==> src/hw/csr_issue_consts.svh <==
`ifndef CSR_ISSUE_CONSTS_SVH
`define CSR_ISSUE_CONSTS_SVH

`define RS_DEPTH 16 // Station entries.
`define TAG_W 8 // Physical register tag.
`define XLEN 32
`define INUM_W 32 // Instruction sequence number.
`define CSR_AW 12

// Machine-mode CSRs held by the unit.
`define CSR_MSTATUS 12'h300
`define CSR_MTVEC 12'h305
`define CSR_MSCRATCH 12'h340
`define CSR_MEPC 12'h341
`define CSR_MCAUSE 12'h342

`endif

==> src/hw/csr_issue_pkg.sv <==
`include "csr_issue_consts.svh"

package csr_issue_pkg;

  // Encoded as the low bits of funct3.
  // The immediate forms share these and set use_imm.
  typedef enum logic [1:0] {
    csr_rw = 2'b01, // Read-write.
    csr_rs = 2'b10, // Read-set.
    csr_rc = 2'b11 // Read-clear.
  } csr_op_e;

  // Station index and occupancy count.
  typedef logic [$clog2(`RS_DEPTH)-1:0] rs_ptr_t;

endpackage

==> src/hw/csr_wakeup.sv <==
`timescale 1ns/1ps
`include "csr_issue_consts.svh"

module csr_wakeup (
  input  logic [`TAG_W-1:0] src_tag,
  input  logic [`RS_DEPTH-1:0][`TAG_W-1:0] entry_tags,
  input  logic [`TAG_W-1:0] alu_tag,
  input  logic alu_valid,
  input  logic [`TAG_W-1:0] mul_tag,
  input  logic mul_valid,
  input  logic [`TAG_W-1:0] div_tag,
  input  logic div_valid,
  input  logic [`TAG_W-1:0] mem_tag,
  input  logic mem_read,
  input  logic [`TAG_W-1:0] br_tag,
  input  logic br_valid,
  input  logic [`TAG_W-1:0] p_tag,
  input  logic p_done,
  input  logic [`TAG_W-1:0] csr_tag,
  input  logic csr_done,
  output logic disp_hit,
  output logic [`RS_DEPTH-1:0] wake_vec
);

  localparam int NUM_BUS = 7;

  logic [NUM_BUS-1:0][`TAG_W-1:0] bus_tag;
  logic [NUM_BUS-1:0] bus_valid;

  assign bus_tag = {csr_tag, p_tag, br_tag, mem_tag, div_tag, mul_tag, alu_tag};
  assign bus_valid = {csr_done, p_done, br_valid, mem_read, div_valid, mul_valid, alu_valid};

  function automatic logic tag_hit(input logic [`TAG_W-1:0] tag);
    logic hit;
    hit = 1'b0;
    for (int b = 0; b < NUM_BUS; b++) begin
      hit = hit | (bus_valid[b] && (bus_tag[b] == tag));
    end
    return hit;
  endfunction

  always_comb begin
    disp_hit = tag_hit(src_tag);
    for (int e = 0; e < `RS_DEPTH; e++) begin
      wake_vec[e] = tag_hit(entry_tags[e]); // Entry state is checked in the station.
    end
  end

endmodule

==> src/hw/csr_rs.sv <==
`timescale 1ns/1ps
`include "csr_issue_consts.svh"

module csr_rs (
  input  logic clk,
  input  logic rst_n,
  input  logic flush,
  input  logic start,
  input  logic [`INUM_W-1:0] inst_num,
  input  logic [`TAG_W-1:0] rd,
  input  csr_issue_pkg::csr_op_e op,
  input  logic [`TAG_W-1:0] src_tag,
  input  logic src_valid,
  input  logic [`XLEN-1:0] imm,
  input  logic use_imm,
  input  logic [`CSR_AW-1:0] csr_addr,
  input  logic disp_hit,
  input  logic [`RS_DEPTH-1:0] wake_vec,
  output logic [`RS_DEPTH-1:0][`TAG_W-1:0] entry_tags,
  output logic rs_full,
  output logic issue_valid,
  output logic [`INUM_W-1:0] issue_inst_num,
  output logic [`TAG_W-1:0] issue_rd,
  output csr_issue_pkg::csr_op_e issue_op,
  output logic [`TAG_W-1:0] issue_src_tag,
  output logic [`XLEN-1:0] issue_imm,
  output logic issue_use_imm,
  output logic [`CSR_AW-1:0] issue_csr_addr
);

  import csr_issue_pkg::*;

  localparam rs_ptr_t LAST = rs_ptr_t'(`RS_DEPTH - 1);

  logic [`INUM_W-1:0] inst_num_q [`RS_DEPTH];
  logic [`TAG_W-1:0] rd_q [`RS_DEPTH];
  csr_op_e op_q [`RS_DEPTH];
  logic [`TAG_W-1:0] src_tag_q [`RS_DEPTH];
  logic [`XLEN-1:0] imm_q [`RS_DEPTH];
  logic use_imm_q [`RS_DEPTH];
  logic [`CSR_AW-1:0] csr_addr_q [`RS_DEPTH];
  logic [`RS_DEPTH-1:0] ready_q;

  rs_ptr_t head;
  rs_ptr_t tail;
  rs_ptr_t count; // Wraps to 0 when full, full_q tells the two apart.
  logic full_q;
  logic issue_valid_q;
  logic empty;
  logic push;
  logic pop;

  assign empty = (count == '0) && !full_q;
  assign push = start && !full_q && !flush; // Dropped while full.
  assign pop = !empty && ready_q[head]; // Oldest only, CSR ops serialize.

  assign rs_full = full_q;
  assign issue_valid = issue_valid_q && !flush;

  always_comb begin
    for (int e = 0; e < `RS_DEPTH; e++) begin
      entry_tags[e] = src_tag_q[e];
    end
  end

  always_ff @(posedge clk) begin
    if (!rst_n || flush) begin
      head <= '0;
      tail <= '0;
      count <= '0;
      full_q <= 1'b0;
      issue_valid_q <= 1'b0;
      ready_q <= '0;
    end else begin
      ready_q <= ready_q | wake_vec;
      if (push) begin
        tail <= tail + 1'b1;
        ready_q[tail] <= src_valid | disp_hit; // Overrides the wakeup OR for a new entry.
      end
      if (pop) begin
        head <= head + 1'b1;
      end
      issue_valid_q <= pop;
      case ({push, pop})
        2'b10: begin
          count <= count + 1'b1;
          full_q <= (count == LAST);
        end
        2'b01: begin
          count <= count - 1'b1;
          full_q <= 1'b0;
        end
        default: ;
      endcase
    end
  end

  always_ff @(posedge clk) begin
    if (push) begin
      inst_num_q[tail] <= inst_num;
      rd_q[tail] <= rd;
      op_q[tail] <= op;
      src_tag_q[tail] <= src_tag;
      imm_q[tail] <= imm;
      use_imm_q[tail] <= use_imm;
      csr_addr_q[tail] <= csr_addr;
    end
    if (pop) begin
      issue_inst_num <= inst_num_q[head];
      issue_rd <= rd_q[head];
      issue_op <= op_q[head];
      issue_src_tag <= src_tag_q[head];
      issue_imm <= imm_q[head];
      issue_use_imm <= use_imm_q[head];
      issue_csr_addr <= csr_addr_q[head];
    end
  end

endmodule

==> src/hw/csr_unit.sv <==
`timescale 1ns/1ps
`include "csr_issue_consts.svh"

module csr_unit (
  input  logic clk,
  input  logic rst_n,
  input  logic issue_valid,
  input  logic [`INUM_W-1:0] issue_inst_num,
  input  logic [`TAG_W-1:0] issue_rd,
  input  csr_issue_pkg::csr_op_e issue_op,
  input  logic [`TAG_W-1:0] issue_src_tag,
  input  logic [`XLEN-1:0] issue_imm,
  input  logic issue_use_imm,
  input  logic [`CSR_AW-1:0] issue_csr_addr,
  input  logic [`XLEN-1:0] prf_rdata,
  output logic [`TAG_W-1:0] prf_raddr,
  output logic done,
  output logic [`TAG_W-1:0] done_tag,
  output logic [`XLEN-1:0] done_data,
  output logic [`INUM_W-1:0] done_inst_num
);

  import csr_issue_pkg::*;

  logic [`XLEN-1:0] mstatus;
  logic [`XLEN-1:0] mtvec;
  logic [`XLEN-1:0] mscratch;
  logic [`XLEN-1:0] mepc;
  logic [`XLEN-1:0] mcause;
  logic [`XLEN-1:0] operand;
  logic [`XLEN-1:0] old_val;
  logic [`XLEN-1:0] new_val;

  assign prf_raddr = issue_src_tag; // Read port answers in the same cycle.
  assign operand = issue_use_imm ? issue_imm : prf_rdata;

  always_comb begin
    case (issue_csr_addr)
      `CSR_MSTATUS: old_val = mstatus;
      `CSR_MTVEC: old_val = mtvec;
      `CSR_MSCRATCH: old_val = mscratch;
      `CSR_MEPC: old_val = mepc;
      `CSR_MCAUSE: old_val = mcause;
      default: old_val = '0; // Unimplemented CSR reads as zero.
    endcase
  end

  always_comb begin
    case (issue_op)
      csr_rw: new_val = operand;
      csr_rs: new_val = old_val | operand;
      csr_rc: new_val = old_val & ~operand;
      default: new_val = old_val;
    endcase
  end

  always_ff @(posedge clk) begin
    if (!rst_n) begin
      mstatus <= '0;
      mtvec <= '0;
      mscratch <= '0;
      mepc <= '0;
      mcause <= '0;
    end else if (issue_valid) begin
      case (issue_csr_addr)
        `CSR_MSTATUS: mstatus <= new_val;
        `CSR_MTVEC: mtvec <= new_val;
        `CSR_MSCRATCH: mscratch <= new_val;
        `CSR_MEPC: mepc <= new_val;
        `CSR_MCAUSE: mcause <= new_val;
        default: ; // Write to an unknown address is dropped.
      endcase
    end
  end

  always_ff @(posedge clk) begin
    if (!rst_n) begin
      done <= 1'b0;
    end else begin
      done <= issue_valid;
    end
  end

  always_ff @(posedge clk) begin
    if (issue_valid) begin
      done_tag <= issue_rd;
      done_data <= old_val; // Old value goes to rd.
      done_inst_num <= issue_inst_num;
    end
  end

endmodule

==> src/hw/csr_issue.sv <==
`timescale 1ns/1ps
`include "csr_issue_consts.svh"

module csr_issue (
  input  logic clk,
  input  logic rst_n,
  input  logic start,
  input  logic [`INUM_W-1:0] inst_num,
  input  logic [`TAG_W-1:0] rd,
  input  csr_issue_pkg::csr_op_e op,
  input  logic [`TAG_W-1:0] src_tag,
  input  logic src_valid,
  input  logic [`XLEN-1:0] imm,
  input  logic use_imm,
  input  logic [`CSR_AW-1:0] csr_addr,
  output logic rs_full,
  input  logic [`TAG_W-1:0] alu_tag,
  input  logic alu_valid,
  input  logic [`TAG_W-1:0] mul_tag,
  input  logic mul_valid,
  input  logic [`TAG_W-1:0] div_tag,
  input  logic div_valid,
  input  logic [`TAG_W-1:0] mem_tag,
  input  logic mem_read,
  input  logic [`TAG_W-1:0] br_tag,
  input  logic br_valid,
  input  logic [`TAG_W-1:0] p_tag,
  input  logic p_done,
  input  logic exception_sig,
  input  logic mret_sig,
  output logic [`TAG_W-1:0] prf_raddr,
  input  logic [`XLEN-1:0] prf_rdata,
  output logic done,
  output logic [`TAG_W-1:0] done_tag,
  output logic [`XLEN-1:0] done_data,
  output logic [`INUM_W-1:0] done_inst_num
);

  import csr_issue_pkg::*;

  logic disp_hit;
  logic [`RS_DEPTH-1:0] wake_vec;
  logic [`RS_DEPTH-1:0][`TAG_W-1:0] entry_tags;
  logic issue_valid;
  logic [`INUM_W-1:0] issue_inst_num;
  logic [`TAG_W-1:0] issue_rd;
  csr_op_e issue_op;
  logic [`TAG_W-1:0] issue_src_tag;
  logic [`XLEN-1:0] issue_imm;
  logic issue_use_imm;
  logic [`CSR_AW-1:0] issue_csr_addr;

  csr_wakeup u_wakeup (
    .src_tag    (src_tag),
    .entry_tags (entry_tags),
    .alu_tag    (alu_tag),
    .alu_valid  (alu_valid),
    .mul_tag    (mul_tag),
    .mul_valid  (mul_valid),
    .div_tag    (div_tag),
    .div_valid  (div_valid),
    .mem_tag    (mem_tag),
    .mem_read   (mem_read),
    .br_tag     (br_tag),
    .br_valid   (br_valid),
    .p_tag      (p_tag),
    .p_done     (p_done),
    .csr_tag    (done_tag), // Own completion wakes dependents.
    .csr_done   (done),
    .disp_hit   (disp_hit),
    .wake_vec   (wake_vec)
  );

  csr_rs u_rs (
    .clk            (clk),
    .rst_n          (rst_n),
    .flush          (exception_sig | mret_sig),
    .start          (start),
    .inst_num       (inst_num),
    .rd             (rd),
    .op             (op),
    .src_tag        (src_tag),
    .src_valid      (src_valid),
    .imm            (imm),
    .use_imm        (use_imm),
    .csr_addr       (csr_addr),
    .disp_hit       (disp_hit),
    .wake_vec       (wake_vec),
    .entry_tags     (entry_tags),
    .rs_full        (rs_full),
    .issue_valid    (issue_valid),
    .issue_inst_num (issue_inst_num),
    .issue_rd       (issue_rd),
    .issue_op       (issue_op),
    .issue_src_tag  (issue_src_tag),
    .issue_imm      (issue_imm),
    .issue_use_imm  (issue_use_imm),
    .issue_csr_addr (issue_csr_addr)
  );

  csr_unit u_unit (
    .clk            (clk),
    .rst_n          (rst_n),
    .issue_valid    (issue_valid),
    .issue_inst_num (issue_inst_num),
    .issue_rd       (issue_rd),
    .issue_op       (issue_op),
    .issue_src_tag  (issue_src_tag),
    .issue_imm      (issue_imm),
    .issue_use_imm  (issue_use_imm),
    .issue_csr_addr (issue_csr_addr),
    .prf_rdata      (prf_rdata),
    .prf_raddr      (prf_raddr),
    .done           (done),
    .done_tag       (done_tag),
    .done_data      (done_data),
    .done_inst_num  (done_inst_num)
  );

endmodule

==> config.mk <==
export PLATFORM = sky130hd
export DESIGN_NAME = csr_issue
export DESIGN_NICKNAME = d
export VERILOG_FILES = /design/src/hw/csr_issue_pkg.sv /design/src/hw/csr_wakeup.sv /design/src/hw/csr_rs.sv /design/src/hw/csr_unit.sv /design/src/hw/csr_issue.sv
export VERILOG_INCLUDE_DIRS = /design/src /design/src/hw
export SDC_FILE = /design/constraint.sdc
export NUM_CORES = 2
export LEC_CHECK = 0
export ABC_AREA = 0
export CAP_MARGIN = 5
export CORE_MARGIN = 3
export CORE_UTILIZATION = 35
export CTS_BUF_LIST = sky130_fd_sc_hd__clkbuf_2
export CTS_CLUSTER_DIAMETER = 100
export DETAILED_ROUTE_END_ITERATION = 12
export DONT_BUFFER_PORTS = 1
export PLACE_DENSITY = 0.51
export SYNTH_ARGS = -nofsm -noshare
export SYNTH_HDL_FRONTEND = slang
export SYNTH_SLANG_ARGS = --single-unit
==> constraint.sdc <==
create_clock -name clk -period 22.4 [get_ports clk]
set_input_delay 4.48 -clock clk [delete_from_list [all_inputs] [get_ports clk]]
set_output_delay 4.48 -clock clk [all_outputs]
set_load 0.03 [all_outputs]
---- Yosys cells after proc, flatten, opt, wreduce, memory -nomap -nowiden ----
Memories as Yosys holds them, arrays and structs flattened. A register that Yosys moved wholly into a read port is not among the register bits.
Cells that the tools add are included.
storage, ports and cells
  bits in registers ....................... 263
  RAM bits ................................ 1520
  bits of input ports ..................... 187
  output and inout bits ................... 82
  word-level logic and storage cells ...... 417
  memories kept ........................... 7
memories
  memory           depth  width  rd ports  clocked after memory_dff  wr ports  RTL line      RTL
  u_rs.imm_q       16     32     1         1                         1         csr_rs.sv:39  logic [`XLEN-1:0] imm_q [`RS_DEPTH];
  u_rs.inst_num_q  16     32     1         1                         1         csr_rs.sv:35  logic [`INUM_W-1:0] inst_num_q [`RS_DEPTH];
  u_rs.csr_addr_q  16     12     1         1                         1         csr_rs.sv:41  logic [`CSR_AW-1:0] csr_addr_q [`RS_DEPTH];
  u_rs.rd_q        16     8      1         1                         1         csr_rs.sv:36  logic [`TAG_W-1:0] rd_q [`RS_DEPTH];
  u_rs.src_tag_q   16     8      17        1                         1         csr_rs.sv:38  logic [`TAG_W-1:0] src_tag_q [`RS_DEPTH];
  u_rs.op_q        16     2      1         1                         1         csr_rs.sv:37  csr_op_e op_q [`RS_DEPTH];
  +1 memories      -      -      -         -                         -         -
operators by class
  add/sub/neg operators ................... 4
  magnitude comparators ................... 3
  equality and inequality tests ........... 130
  multiplexer cells ....................... 13
  bitwise gates (word level) .............. 108
  reduce and logical (&&, ||, !) cells .... 137
operators with widths
  operator                                                                             number
  8-bit == test                                                                        119
  32-bit one-hot mux with 5 select lines                                               1
  1-bit logical AND                                                                    125
  1-bit OR                                                                             104
  32-bit one-hot mux with 3 select lines                                               1
  12-bit by 10-bit == test with 1-bit output, second input constant                    5
  32-bit AND                                                                           1
  32-bit 2-to-1 mux                                                                    1
  32-bit NOT                                                                           1
  32-bit OR                                                                            1
  16-bit bitwise mux                                                                   1
  16-bit 2-to-1 mux                                                                    1
  16-bit OR                                                                            1
  4-bit by 1-bit adder with 4-bit output, second input constant                        3
  4-bit by 5-bit less-than comparator with 1-bit output, second input constant         2
  2-bit AND reduction                                                                  5
  4-bit one-hot mux with 2 select lines                                                1
  2-bit == test, second input constant                                                 3
  1-bit binary-select mux with 4-bit select                                            1
  1-bit demux with 4-bit select                                                        1
  2-bit by 1-bit == test with 1-bit output, second input constant                      2
  4-bit == test, second input constant                                                 1
  4-bit by 1-bit greater-or-equal comparator with 1-bit output, second input constant  1
  1-bit logical NOT                                                                    4
  other kinds (6)                                                                      9

---- Longest topological paths before layout ----
  depth after elaboration ................. 11
  mapped depth ............................ 11
  depth with buffers taken out ............ 10

---- By module ----
A second synthesis with hierarchy kept.
second synthesis, totals
  cells, all modules ...................... 5157
  area total of the unflattened synthesis .. 85136.7 um2
by module, submodules not included
  module      times used  cells an instance  area each (um2)  seq. area each (um2)
  csr_rs      1           2371               61300.0          49097.1
  csr_wakeup  1           1606               12746.0          0.0
  csr_unit    1           1179               11084.4          5385.2
  csr_issue   1           1                  6.3              0.0

---- Least setup slack after synthesis ----
Ideal clock, no wire load.
  path kind ............................... input to register
  from .................................... input port mret_sig
  to ...................................... register u_rs.ready_q[2]
  library setup time ...................... 0.474 ns
  arrival time ............................ 12.350 ns
  required time ........................... 21.926 ns
  slack ................................... 9.576 ns
  cell stages on the path ................. 5
  path buffers ............................ 1
  path through ............................ nor4b_1 clkbuf_1 nand2_1 nor3_1 a221oi_1
on the way
  cells in the longest elaborated chain, start to end .. 4
  elaborated cells between the ends (all ways) .. 5
  classes of those cells .................. 1 x mux; 1 x bitwise; 3 x reduce/logical
RTL lines
  element                         RTL line         RTL
  start: declaration              csr_issue.sv:30  input logic mret_sig,
  1-bit OR *                      csr_issue.sv:77  .flush (exception_sig | mret_sig),
  1-bit logical NOT               csr_rs.sv:54     assign push = start && !full_q && !flush;
  1-bit logical AND               csr_rs.sv:54
  16-bit 2-to-1 mux               csr_rs.sv:76     if (push) begin
  end signal: assignment          csr_rs.sv:75     ready_q <= ready_q | wake_vec;
  end signal: indexed assignment  csr_rs.sv:78     ready_q[tail] <= src_valid | disp_hit;
  end: declaration                csr_rs.sv:42     logic [`RS_DEPTH-1:0] ready_q;
Mark *: on every way between the ends. The rest lies on a longest branch, timed or not.
A chain may end at the register's enable or synchronous reset.

---- Worst setup path after layout ----
  from .................................... register u_unit.done_tag[6]
  to ...................................... output port done_tag[6]
RTL lines
  element                   RTL line         RTL
  start: declaration        csr_unit.sv:18   output logic [`TAG_W-1:0] done_tag,
  start signal: assignment  csr_unit.sv:86   done_tag <= issue_rd;
  end: declaration          csr_issue.sv:34  output logic [`TAG_W-1:0] done_tag,
No word-level cell between the ends.

==> impl_metrics.env <==
export IMPL_floorplan_die_height_um=492.6
export IMPL_static_leakage_power_nw=27.91
export IMPL_ctsHtreeMaxLevel=5
export IMPL_numClockSinks=1878
export IMPL_critPathRequiredTime_ns=17.92
export IMPL_finalHoldViolations=0
export IMPL_clock_insertion_delay_worst_skew_ns=1.94
export IMPL_maxSlewViolCount=0
export IMPL_timing_critical_path_slowest_stage_cell="sky130_fd_sc_hd__buf_4"
export IMPL_postSynthRegisterBits=1878
export IMPL_first_global_vias=48130
export IMPL_port_buffers=0
export IMPL_final_fill_count=21840
export IMPL_cts_tree="yes"
export IMPL_share_of_synthesized_registers_carrying_an_async_set_or_reset=0
export IMPL_ioPinCount=269
export IMPL_worst_slew_pin_transition_ns=1.305
export IMPL_period_minus_slack_ns=7.303
export IMPL_die_width_um=492.6
export IMPL_vias_per_cell=5.535
export IMPL_dp_hpwl_mm=139.2
export IMPL_cpPeakStageDelay_ns=0.60
export IMPL_highest_count_cells_in_the_layout_ignoring_fill_and_taps="sky130_fd_sc_hd__edfxtp_1 (1,687), sky130_fd_sc_hd__xor2_1 (742), sky130_fd_sc_hd__clkbuf_2 (702)"
export IMPL_drt_wirelength_per_cell_um=30.20
export IMPL_fin_worst_hold_slack_ns=0.4250
export IMPL_status="complete, no violations"
export IMPL_setup_repair_after_global_routing_missed_its_margin="no"
export IMPL_hp_class="flop to flop"
export IMPL_track_usage=0.2090
export IMPL_grt_antenna_before_repair=18
export IMPL_drive_above_1_share=0.2575
export IMPL_post_cts_setup_buffers=0
export IMPL_wirelength_mm=257.4
export IMPL_worst_setup_path_type="flop to output port"
export IMPL_finalNetCount=5235
export IMPL_final_util=0.3837
export IMPL_rows=177
export IMPL_synth_net_count=5129
export IMPL_cts_root_to_sink_buffers=4
export IMPL_placed_cell_area_mm2=0.08565
export IMPL_period_share=0.3260
export IMPL_fmax_mhz=136.9
export IMPL_timing_critical_path_buf_inv=1
export IMPL_irDropWorstVdd_mv=0.04799
export IMPL_ys_warn_count=0
export IMPL_grt_pass1_wl_mm=365.9
export IMPL_grt_overflow_total=0
export IMPL_final_setup_viols=0
export IMPL_commonest_non_fill_non_tap_cell_in_the_layout="sky130_fd_sc_hd__edfxtp_1"
export IMPL_drc_errors=0
export IMPL_flow_area_growth_from_synthesis_pct=8.393
export IMPL_cts_resized_gates=0
export IMPL_antenna_left=0
export IMPL_p_total_mw=6.173
export IMPL_synth_top_flop_cell="sky130_fd_sc_hd__edfxtp_1"
export IMPL_largest_net_degree_at_the_start_of_global_routing=177
export IMPL_crit_path_cell_trace="buf_4"
export IMPL_drtIter0Drc=4413
export IMPL_crit_path_start_kind="flop"
export IMPL_synthDominantCellAreaShare=0.6114
export IMPL_cts_hold_fix_buffers=0
export IMPL_netlist_top_cells_area="sky130_fd_sc_hd__edfxtp_1 (61%), sky130_fd_sc_hd__mux4_2 (13%), sky130_fd_sc_hd__xor2_1 (7.8%)"
export IMPL_timing_critical_path_to_type="output port"
export IMPL_synth_edff_count=1687
export IMPL_place_gp_congestion=0.8276
export IMPL_synth_seq_area_share=0.6575
export IMPL_power_density_over_cell_area_mw_per_mm2=68.74
export IMPL_max_cap_viol_count=0
export IMPL_clk_pin_slew_worst_paths_ns=0.09
export IMPL_tns_ns=0
export IMPL_cts_root_buf="sky130_fd_sc_hd__clkbuf_2"
export IMPL_num_vias=47180
export IMPL_slew_limit_headroom=0.1253
export IMPL_drt_pass1_iterations=7
export IMPL_synthesis_area_per_instance_um2=16.80
export IMPL_critical_path_fanouts_max=18
export IMPL_cts_bufs_inserted=491
export IMPL_multiInputGateArea_mm2=0.02651
export IMPL_design_core_area_mm2=0.2341
export IMPL_synthCells=4933
export IMPL_ff2ff_setup_slack_ns=17.86
export IMPL_design_area_mm2=0.08981
export IMPL_synth_cell_types=64
export IMPL_post_synth_instance_area_mm2=0.08286
export IMPL_dieArea_mm2=0.2426
export IMPL_worst_clk_skew_ns=0.2651
export IMPL_crit_family="buffers and inverters"
export IMPL_initial_util=0.3540
export IMPL_critical_path_arrival_ns=2.82
export IMPL_synth_top_area_cell="sky130_fd_sc_hd__edfxtp_1"
export IMPL_layout_area_seq_mm2=0.05450
## registers in the layout, summed over array words and instances (netlist names), 4 cells and up
| register | count |
|---|---|
| u_unit.done_tag | 8 |
| u_unit.mepc | 32 |
| u_rs.rd_q | 128 |
| u_rs.imm_q | 512 |
| u_rs.op_q | 32 |
| u_rs.ready_q | 16 |
| u_rs.count | 4 |
| u_rs.src_tag_q | 128 |
| u_unit.done_data | 32 |
| u_rs.issue_src_tag | 8 |
| u_rs.issue_inst_num | 32 |
| u_unit.mcause | 32 |
| u_rs.issue_rd | 8 |
| u_rs.issue_imm | 32 |
| u_rs.inst_num_q | 512 |
| u_unit.done_inst_num | 32 |
| u_rs.head | 4 |
| u_rs.issue_csr_addr | 12 |
| u_rs.use_imm_q | 16 |
| u_unit.mtvec | 32 |
| u_unit.mstatus | 32 |
| u_rs.csr_addr_q | 192 |
| u_unit.mscratch | 32 |
| u_rs.tail | 4 |
## metal layers
| layer | GRT usage | part of all wire |
|---|---|---|
| met1 | 0.2886 | 0.43 |
| met3 | 0.05675 | 0.081 |
| met4 | 0.07596 | 0.034 |
| met2 | 0.3169 | 0.45 |
| met5 | 0 | 0.00024 |
## final timing paths
| path | from | endpoint | cells after the start |
|---|---|---|---|
| min | u_rs.issue_rd[3] | u_unit.done_tag[3] | 0 |
| min reg2reg | u_rs.issue_rd[3] | u_unit.done_tag[3] | 0 |
| max reg2reg | u_rs.head[0] | u_rs.issue_imm[2] | 5 |
| max | u_unit.done_tag[6] | done_tag[6] | 1 |
## logic make-up (layout without fill, tap and decap cells)
group	count (synthesis)	after routing	synth area share
DFF	1878	1878	0.6575
AOI/OAI and AO/OA	449	449	0.03620
adders and majority gates	9	9	0.001450
and+or+nand+nor	605	605	0.04006
muxes	534	534	0.1373
other	0	13	0
buffers and inverters	483	928	0.02440
xor gates and xnor gates	975	975	0.1031
## Yosys cell counts (41+ instances only)
master	number
sky130_fd_sc_hd__nor4_1	202
sky130_fd_sc_hd__mux4_2	480
sky130_fd_sc_hd__nand4_1	54
sky130_fd_sc_hd__nand3_1	144
sky130_fd_sc_hd__nand2_1	82
sky130_fd_sc_hd__o21ai_0	174
sky130_fd_sc_hd__clkbuf_1	193
sky130_fd_sc_hd__a31oi_1	96
sky130_fd_sc_hd__a22oi_1	41
sky130_fd_sc_hd__edfxtp_1	1687
sky130_fd_sc_hd__xnor2_1	233
sky130_fd_sc_hd__xor2_1	742
sky130_fd_sc_hd__buf_2	143
sky130_fd_sc_hd__nor2_1	45
sky130_fd_sc_hd__buf_1	125
sky130_fd_sc_hd__dfxtp_1	191
## metrics by stage
step | setup slack (ns) | std cells
after floorplan | 9.576 | 4933
after global placement | 14.67 | 7678
after detailed placement | 14.60 | 7678
after CTS | 14.78 | 8510
after global routing | 14.81 | 8518
final | 15.10 | 8523
## cell type report
cell class | instances | area share
antenna | 13 | 0.0003622
clock buffer | 702 | 0.03912
clock inverter | 130 | 0.006840
inverter | 16 | 0.0006687
multi-input combinational | 2572 | 0.2952
sequential | 1878 | 0.6068
tap | 3132 | 0.04363
timing repair buffer | 80 | 0.007384
## power breakdown
part	switching [mW]	total [mW]	internal, mW
Clock	1.39	2.26	0.870
Sequential	0.00327	3.81	3.81
Combinational	0.0429	0.0980	0.0550
Total	1.44	6.17	4.73
(Power assumes the default switching activity.)
